<file path="src/link_pkg.sv">
`default_nettype none

package link_pkg;

	localparam int PACKET_BITS = 4;
	localparam int BIT_CNT_W = $clog2(PACKET_BITS);
	localparam int QSEL_W = 2;
	localparam int PAYLOAD_W = PACKET_BITS - QSEL_W;

	// Line symbol as {line_hi, line_lo}
	typedef enum logic [1:0] {
		sym_idle = 2'b00,
		sym_one  = 2'b01, // Low wire alone
		sym_zero = 2'b10, // High wire alone
		sym_sep  = 2'b11
	} line_sym_t;

	typedef enum logic [1:0] {
		rx_disarmed = 2'd0,
		rx_wait_bit = 2'd1,
		rx_wait_sep = 2'd2
	} rx_state_t;

	// First received bit lands in queue_sel[1]
	typedef struct packed {
		logic [QSEL_W-1:0]    queue_sel;
		logic [PAYLOAD_W-1:0] payload;
	} packet_t;

endpackage

`default_nettype wire

</file>
<file path="src/buffer_pkg.sv">
`default_nettype none

package buffer_pkg;

	localparam int NUM_QUEUES = 4;
	localparam int QUEUE_DEPTH = 6;
	localparam int SLOT_W = 3;
	localparam int OCC_W = 3;
	localparam int DROP_W = 7;
	localparam int DIGIT_W = 4;
	localparam int DROP_MAX = 99;

	// Wide enough for four saturated counts
	localparam int DROP_SUM_W = DROP_W + $clog2(NUM_QUEUES);

	// Top bit set marks an empty slot
	typedef logic [SLOT_W-1:0] slot_t;

	localparam slot_t SLOT_EMPTY = 3'd7;

	// Index 0 is the newest slot
	typedef slot_t [QUEUE_DEPTH-1:0] queue_t;

	typedef logic [OCC_W-1:0] occ_t;

	typedef logic [DROP_W-1:0] drop_t;

	typedef struct packed {
		logic [DIGIT_W-1:0] tens;
		logic [DIGIT_W-1:0] ones;
	} dec_pair_t;

	typedef struct packed {
		queue_t slots;
		occ_t   occupancy;
	} queue_status_t;

endpackage

`default_nettype wire

</file>
<file path="src/packet_receiver.sv">
`timescale 1ns/1ps
`default_nettype none

module packet_receiver import link_pkg::*; (
	input  logic    clk,
	input  logic    rst,
	input  logic    start,
	input  logic    line_hi,
	input  logic    line_lo,
	output logic    armed,
	output packet_t pkt,
	output logic    pkt_valid
);

	rx_state_t state;
	line_sym_t sym;
	logic [BIT_CNT_W-1:0] bit_cnt;
	logic [PACKET_BITS-2:0] bits_q; // Earlier bits, first one on top
	logic bit_seen;
	logic bit_value;
	logic take_bit;
	logic last_bit;

	assign sym = line_sym_t'({line_hi, line_lo});

	assign bit_seen = (sym == sym_zero) || (sym == sym_one);
	assign bit_value = (sym == sym_one);

	// A bit only counts right after a separator
	assign take_bit = (state == rx_wait_bit) && bit_seen;
	assign last_bit = take_bit && (bit_cnt == BIT_CNT_W'(PACKET_BITS - 1));

	assign armed = (state != rx_disarmed);

	always_ff @(posedge clk) begin
		if (rst) begin
			state <= rx_disarmed;
			bit_cnt <= '0;
			pkt_valid <= 1'b0;
		end else begin
			pkt_valid <= last_bit; // Single cycle strobe
			case (state)
				rx_disarmed: begin
					if (start) begin
						state <= rx_wait_bit;
						bit_cnt <= '0;
					end
				end
				rx_wait_bit: begin
					if (bit_seen) begin
						bit_cnt <= bit_cnt + 1'b1;
						if (last_bit) begin
							state <= rx_disarmed;
						end else begin
							state <= rx_wait_sep;
						end
					end
				end
				rx_wait_sep: begin
					if (sym == sym_sep) begin
						state <= rx_wait_bit;
					end
				end
				default: begin
					state <= rx_disarmed;
				end
			endcase
		end
	end

	// Shift in MSB first, capture on the fourth bit
	always_ff @(posedge clk) begin
		if (take_bit) begin
			bits_q <= {bits_q[PACKET_BITS-3:0], bit_value};
		end
		if (last_bit) begin
			pkt <= packet_t'({bits_q, bit_value});
		end
	end

endmodule

`default_nettype wire

</file>
<file path="src/buffer_bank.sv">
`timescale 1ns/1ps
`default_nettype none

module buffer_bank import link_pkg::*, buffer_pkg::*; (
	input  logic          clk,
	input  logic          rst,
	input  packet_t       pkt,
	input  logic          pkt_valid,
	output queue_status_t status [NUM_QUEUES],
	output drop_t         drop_counts [NUM_QUEUES],
	output logic          drops_valid
);

	queue_t slots_q [NUM_QUEUES];
	occ_t occ_q [NUM_QUEUES];
	drop_t drop_q [NUM_QUEUES];
	queue_t slots_next [NUM_QUEUES];
	logic [NUM_QUEUES-1:0] hit;
	logic [NUM_QUEUES-1:0] overflow;
	slot_t new_slot;

	function automatic occ_t count_occupied(queue_t q);
		occ_t n;
		n = '0;
		for (int s = 0; s < QUEUE_DEPTH; s++) begin
			if (!q[s][SLOT_W-1]) begin
				n = n + 1'b1;
			end
		end
		return n;
	endfunction

	assign new_slot = slot_t'({1'b0, pkt.payload});

	always_comb begin
		for (int i = 0; i < NUM_QUEUES; i++) begin
			hit[i] = pkt_valid && (pkt.queue_sel == QSEL_W'(i));
			// Oldest slot falls off the far end
			slots_next[i] = {slots_q[i][QUEUE_DEPTH-2:0], new_slot};
			overflow[i] = !slots_q[i][QUEUE_DEPTH-1][SLOT_W-1];
		end
	end

	always_ff @(posedge clk) begin
		if (rst) begin
			for (int i = 0; i < NUM_QUEUES; i++) begin
				slots_q[i] <= {QUEUE_DEPTH{SLOT_EMPTY}};
				occ_q[i] <= '0;
				drop_q[i] <= '0;
			end
			drops_valid <= 1'b0;
		end else begin
			drops_valid <= pkt_valid;
			for (int i = 0; i < NUM_QUEUES; i++) begin
				if (hit[i]) begin
					slots_q[i] <= slots_next[i];
					occ_q[i] <= count_occupied(slots_next[i]);
					if (overflow[i] && (drop_q[i] != drop_t'(DROP_MAX))) begin
						drop_q[i] <= drop_q[i] + 1'b1; // Stops at 99
					end
				end
			end
		end
	end

	always_comb begin
		for (int i = 0; i < NUM_QUEUES; i++) begin
			status[i].slots = slots_q[i];
			status[i].occupancy = occ_q[i];
			drop_counts[i] = drop_q[i];
		end
	end

endmodule

`default_nettype wire

</file>
<file path="src/drop_statistics.sv">
`timescale 1ns/1ps
`default_nettype none

module drop_statistics import buffer_pkg::*; (
	input  logic      clk,
	input  logic      rst,
	input  drop_t     drop_counts [NUM_QUEUES],
	input  logic      drops_valid,
	output dec_pair_t queue_digits [NUM_QUEUES],
	output dec_pair_t total_digits
);

	logic [DROP_SUM_W-1:0] sum;
	drop_t total;

	// Counts never pass 99, so two digits suffice
	function automatic dec_pair_t to_dec(drop_t v);
		dec_pair_t d;
		d.tens = DIGIT_W'(v / 10);
		d.ones = DIGIT_W'(v % 10);
		return d;
	endfunction

	always_comb begin
		sum = '0;
		for (int i = 0; i < NUM_QUEUES; i++) begin
			sum = sum + DROP_SUM_W'(drop_counts[i]);
		end
		if (sum > DROP_SUM_W'(DROP_MAX)) begin
			total = drop_t'(DROP_MAX);
		end else begin
			total = drop_t'(sum);
		end
	end

	always_ff @(posedge clk) begin
		if (rst) begin
			for (int i = 0; i < NUM_QUEUES; i++) begin
				queue_digits[i] <= '0;
			end
			total_digits <= '0;
		end else if (drops_valid) begin
			for (int i = 0; i < NUM_QUEUES; i++) begin
				queue_digits[i] <= to_dec(drop_counts[i]);
			end
			total_digits <= to_dec(total);
		end
	end

endmodule

`default_nettype wire

</file>
<file path="src/packet_switch_top.sv">
`timescale 1ns/1ps
`default_nettype none

module packet_switch_top import link_pkg::*, buffer_pkg::*; (
	input  logic          clk,
	input  logic          rst,
	input  logic          start,
	input  logic          line_hi,
	input  logic          line_lo,
	output logic          armed,
	output queue_status_t status [NUM_QUEUES],
	output dec_pair_t     queue_digits [NUM_QUEUES],
	output dec_pair_t     total_digits
);

	packet_t pkt;
	logic pkt_valid;
	drop_t drop_counts [NUM_QUEUES];
	logic drops_valid;

	packet_receiver u_receiver (
		.clk       (clk),
		.rst       (rst),
		.start     (start),
		.line_hi   (line_hi),
		.line_lo   (line_lo),
		.armed     (armed),
		.pkt       (pkt),
		.pkt_valid (pkt_valid)
	);

	// Queues update one edge after the packet strobe
	buffer_bank u_bank (
		.clk         (clk),
		.rst         (rst),
		.pkt         (pkt),
		.pkt_valid   (pkt_valid),
		.status      (status),
		.drop_counts (drop_counts),
		.drops_valid (drops_valid)
	);

	drop_statistics u_stats (
		.clk          (clk),
		.rst          (rst),
		.drop_counts  (drop_counts),
		.drops_valid  (drops_valid),
		.queue_digits (queue_digits),
		.total_digits (total_digits)
	);

endmodule

`default_nettype wire

</file>
<file path="config.mk">
export PLATFORM = sky130hd
export DESIGN_NAME = packet_switch_top
export DESIGN_NICKNAME = d
export VERILOG_FILES = /design/src/link_pkg.sv /design/src/buffer_pkg.sv /design/src/packet_receiver.sv /design/src/buffer_bank.sv /design/src/drop_statistics.sv /design/src/packet_switch_top.sv
export SDC_FILE = /design/constraint.sdc
export NUM_CORES = 1
export LEC_CHECK = 0
export ABC_AREA = 1
export BUFFER_PORTS_ARGS = -buffer_cell sky130_fd_sc_hd__buf_4
export CORE_ASPECT_RATIO = 1.75
export CORE_MARGIN = 2
export CORE_UTILIZATION = 56
export CTS_CLUSTER_SIZE = 14
export DETAILED_ROUTE_END_ITERATION = 8
export PLACE_DENSITY = 0.87
export SYNTH_ARGS = -nofsm -noshare
export SYNTH_HDL_FRONTEND = slang
export SYNTH_HIERARCHICAL = 1
export SYNTH_SLANG_ARGS = --single-unit
</file>
<file path="constraint.sdc">
create_clock -name clk -period 13.05 [get_ports clk]
set_input_delay 0.6525 -clock clk [delete_from_list [all_inputs] [get_ports clk]]
set_output_delay 0.6525 -clock clk [all_outputs]
set_load 0.01 [all_outputs]
</file>
### Word level (Yosys, flattened, before mapping)

Memory sizes are Yosys's and may differ from the RTL's.
Index checks and enable logic that the tools add are counted.

| storage, ports and cells | value |
|---|---|
| register bits after elaboration | 53 |
| memory bits (writable) | 112 |
| input bits | 5 |
| output and inout bits | 125 |
| memories | 3 |

Memory list:

| memory | depth | bits a word | read ports | clocked after memory_dff | write ports | RTL line | RTL |
|---|---|---|---|---|---|---|---|
| u_bank.slots_q | 4 | 18 | 4 | 0 | 4 | buffer_bank.sv:14 | `queue_t slots_q [NUM_QUEUES];` |
| u_bank.drop_q | 4 | 7 | 4 | 0 | 4 | buffer_bank.sv:16 | `drop_t drop_q [NUM_QUEUES];` |
| u_bank.occ_q | 4 | 3 | 4 | 0 | 4 | buffer_bank.sv:15 | `occ_t occ_q [NUM_QUEUES];` |

| cells by class | value |
|---|---|
| add/sub/neg operators | 28 |
| div/mod/pow operators | 10 |
| order comparisons | 1 |
| equality and inequality tests | 16 |
| mux-type cells | 119 |
| bitwise operators | 12 |
| reduce and logical (&&, ||, !) cells | 21 |

Operators with widths:

| operator | count |
|---|---|
| 2-to-1 mux 3 bit | 72 |
| divider 7 x 4 -> 32 bit, second input constant | 5 |
| remainder unit 7 x 4 -> 32 bit, second input constant | 5 |
| 2-to-1 mux 18 bit | 4 |
| adder 3 x 1 -> 3 bit, second input constant | 20 |
| 2-to-1 mux 7 bit | 5 |
| 2-to-1 mux 1 bit | 30 |
| adder 7 x 1 -> 7 bit, second input constant | 4 |
| inequality test 7 bit, second input constant | 4 |
| adder 9 x 7 -> 9 bit | 2 |
| == test 2 bit, second input constant | 6 |
| 2-to-1 mux 2 bit | 6 |
| bitwise OR 1 bit | 12 |
| logical AND 1 bit | 10 |
| > comparator 9 x 7 -> 1 bit, second input constant | 1 |
| adder 7 x 7 -> 8 bit | 1 |
| == test 2 x 1 -> 1 bit, second input constant | 3 |
| one-hot mux 2 bit (3 select lines) | 1 |
| AND reduction 3 bit | 2 |
| zero test 1 bit | 4 |
| zero test 2 bit | 2 |
| inequality test 2 x 1 -> 1 bit, second input constant | 2 |
| one-hot mux 2 bit (2 select lines) | 1 |
| nonzero test 2 bit | 2 |
| other kinds (3) | 3 |

### Longest topological paths before layout

| depth | value |
|---|---|
| word-level depth | 25 |
| gate-level depth with buffers | 43 |
| mapped depth without buffers | 43 |

### Cells and area by module

Netlist, hierarchy kept.

By module, submodules not included:

| module | instances | cells each | area each (um^2) | seq. area each (um^2) |
|---|---|---|---|---|
| buffer_bank | 1 | 494 | 5266.3 | 3353.2 |
| drop_statistics | 1 | 648 | 4152.7 | 800.8 |
| packet_receiver | 1 | 49 | 503.0 | 310.3 |

### Least setup slack after synthesis

Ideal clock, no wire load.

| path | value |
|---|---|
| path type | register to register |
| start point | mem u_bank/drop_q[2][1] in the netlist's numbering |
| end point | reg u_stats/total_digits[3] (netlist name) |
| setup time | 0.109 ns |
| data arrival time | 5.144 ns |
| required time | 12.941 ns |
| path slack | 7.797 ns |
| cell stages (with the launch flop) | 41 |
| period minus slack after synthesis | 5.253 ns |
| cells stage by stage | edfxtp_1 inv_1 fa_1 fa_1 inv_1 ha_1 fa_1 nand2_1 nand2_1 nand3_2 nand2_1 nand2_1 nand2_2 nor2_8 nand2_8 nor2_2 ha_1 inv_1 [5 not listed] nand2_2 ha_1 inv_1 nand2_1 nand2_1 nand3_1 nand3_1 nand2_1 nor2_4 nand4_1 nand2_1 inv_1 ha_1 xor2_1 nand2_1 nand3_1 nand2_1 inv_1 |

RTL lines:

| what | RTL line |
|---|---|
| from (decl) | buffer_bank.sv:16 |

==> results.md <==
* Status: completed
* WL met2 at ~12000 um
* ANT cells at 0
* Worst Path Required at 13.38 ns
* TritonRoute pass-1 iters at 5
* Vias in the first global route at 8006
* TNS Setup at 0 ns
* Max Clk Rate at approximately 170 MHz
* Final-report max-slew violation count at 0
* Final HPWL DP at 16900 um
* Finished Cell Area at 0.0117 mm^2
* Root Driver: clkbuf_16
* Metal1 wirelength at roughly 8700 um
* R2r worst-path depth at 42
* # DRC at 0
* Post-DP Area at approximately 0.011 mm^2
* Initial antenna violation count at 0
* R2R Path Start: u_bank/drop_q[2][1]
* Mapped Area at 0.00992 mm^2
* Rows at 64
* Pin count of the biggest net entering global routing at 64
* MaxCap Viol Count at 0
* WP data arrival at 6.16 ns
* Routed wire per std cell at approximately 15 um
* Least-Margin Pin Slew at approximately 0.88 ns
* Syn Nets at 1253
* Post-CTS Hold Buffers at 0
* Hold_sp: u_receiver/bits_q[2]
* Final Skew at 0.0111 ns
* Antenna Nets Post-Route at 0
* Cell mode on critical path: nand2_1
* Period Utilization, post-route at 0.447
* Die Width at 105 um
* PD cells at 150 mW/mm^2
* Sequential element share of the synthesized area at 0.450
* Hold crit path type: reg2reg
* Clock buffer depth at 2
* CP endpoint kind: flop
* Worst-path fanout max at 8
* Clock sink count at 165
* Final setup violation count at 0
* Critical path type: reg2reg
* Reg clk slew, reported paths at 0.06 ns
* Gp weighted congestion at 0.922
* CP Launch Type: flop
* Final hold slack at about 0.42 ns
* Hold-critical path depth at 0
* GRT Overall Usage at 0.251
* Number of I/O port buffers at 129
* H-tree depth at 4
* Number of vias per cell at approximately 5.3
* CP startpoint: u_bank/drop_q[2][1]
* Core area at 0.0175 mm^2
* Postcts setup bufs at 0
* Most frequent cells in the layout: nand2_1 (256), inv_1 (188), nor2_1 (142)
* Layout cells sized above 1 at 0.172
* Synthesis Warnings at 6
* Peak VDD IR at ~0.15 mV
* Total power at 1.74 mW
* #FFs+latches synth at around 170
* Slowest stage delay, CP at ~0.52 ns
* TritonCTS clock tree: done
* Highest metal used: met4
* Overflow after GRT at 0
* Chip Height at about 180 um
* Met3 WL at around 1200 um
* Synth-to-layout area growth at 17.5%
* Min Tclk post-route at roughly 5.8 ns
* Skew-Pair Late Insertion Delay at around 0.43 ns
* Gate Count Post-Synth at 1191
* PostCTS Resize Cnt at 0
* Num CTS Buffers at 17
* Initial Util at 0.568
* Utilization after layout at 0.668
* IO Pins at 130
* Synth cell types at 44
* RSZ-0062 raised after global routing: no
* Leakage at 5.54 nW
* Iter 0 DRT Violations at 559
* Syn Area/Cell at 8.33 um^2
* Slew margin rel. at 0.409
* Detailed-route via count at 8243
* Slowest CP cell: fa_1
* Die ar. at 0.0188 mm^2
* Commonest non-fill, non-tap cell in the layout: nand2_1
* Final net count at 1377
* Global-route wire length before repair at roughly 38000 um
* DRT Wirelength at 23400 um
* Final Hold Viols at 0
flip-flops by register name (all words and copies together), names as in the netlist:
signal                flops
u_receiver/bits_q         3
u_receiver/bit_cnt        2
u_bank/occ_q             12
u_receiver/state          2
u_receiver/pkt            4
u_bank/drop_q            28
u_stats/queue_digits     32
u_stats/total_digits      8
u_bank/drops_valid        1
u_receiver/pkt_valid      1
u_bank/slots_q           72
critical path, delay by kind of cell (launching register included):
family	cells	cell delay (ns)
adder cells (fa/ha/maj)	6	2.02
buffers and inverters	6	0.50
AND/OR/NAND/NOR	29	2.61
flip-flops	1	0.44
AO/OA/AOI/OAI	1	0.13
cells by family after synthesis:
kind of cell / Yosys count / synth area share
adders and majority gates: 57 / 0.0855
xor gates and xnor gates: 36 / 0.0318
DFF: 165 / 0.450
buffers and inverters: 226 / 0.0869
and+or+nand+nor: 561 / 0.264
AOI/OAI and AO/OA: 146 / 0.0820
path summary, 6_finish.rpt:
path / to / slack, ns
worst min register to register: u_receiver/pkt[3] / 0.42
worst max-delay path: u_stats/total_digits[1] / 7.22
worst max register to register: u_stats/total_digits[1] / 7.22
worst min-delay path: u_receiver/pkt[3] / 0.42
layer usage:
metal	GRT usage	up-vias
li1	-	4072
met1	0.262	3828
met2	0.461	276
met3	0.0485	67
met4	0.146	0
met5	0	-
stage by stage:
stage / instances / setup WS, ns
after floorplan: 1191 / 7.80
after CTS: 1559 / 7.27
after global routing: 1559 / 6.68
after detailed placement: 1527 / 7.29
after global placement: 1527 / 7.48
final: 1559 / 7.22
cell usage after synthesis (all sizes together):
master	number	area (um^2)
a21boi	4	30.0
a21oi	40	211
and2	7	43.8
buf	14	66.3
clkbuf	12	45.0
clkinv	1	3.75
dfxtp	49	981
edfxtp	116	3480
fa	18	360
ha	39	488
inv	199	747
nand2	285	1210
nand3	75	415
nand3b	8	60.1
nand4	14	93.8
nor2	154	683
nor3	6	41.3
nor4	1	6.26
o2111ai	1	8.76
o211ai	10	75.1
o21a	1	7.51
o21ai	81	409
o21bai	6	45.0
o221ai	3	26.3
or2	11	68.8
xnor2	9	78.8
xor2	27	236
area by class of cell:
class                      count  area, um^2
timing repair buffer         131         983
inverter                     200         751
tap                          231         289
multi-input combinational    800        4600
fill                        1390        5800
clock buffer                  25         520
clock inverter                 7        55.1
sequential                   165        4470
where the power goes:
group	switching (mW)	internal, mW	total [mW]
Combinational	0.446	0.220	0.667
Sequential	0.0124	0.574	0.586
Clock	0.210	0.281	0.491
(Power assumes the default switching activity.)
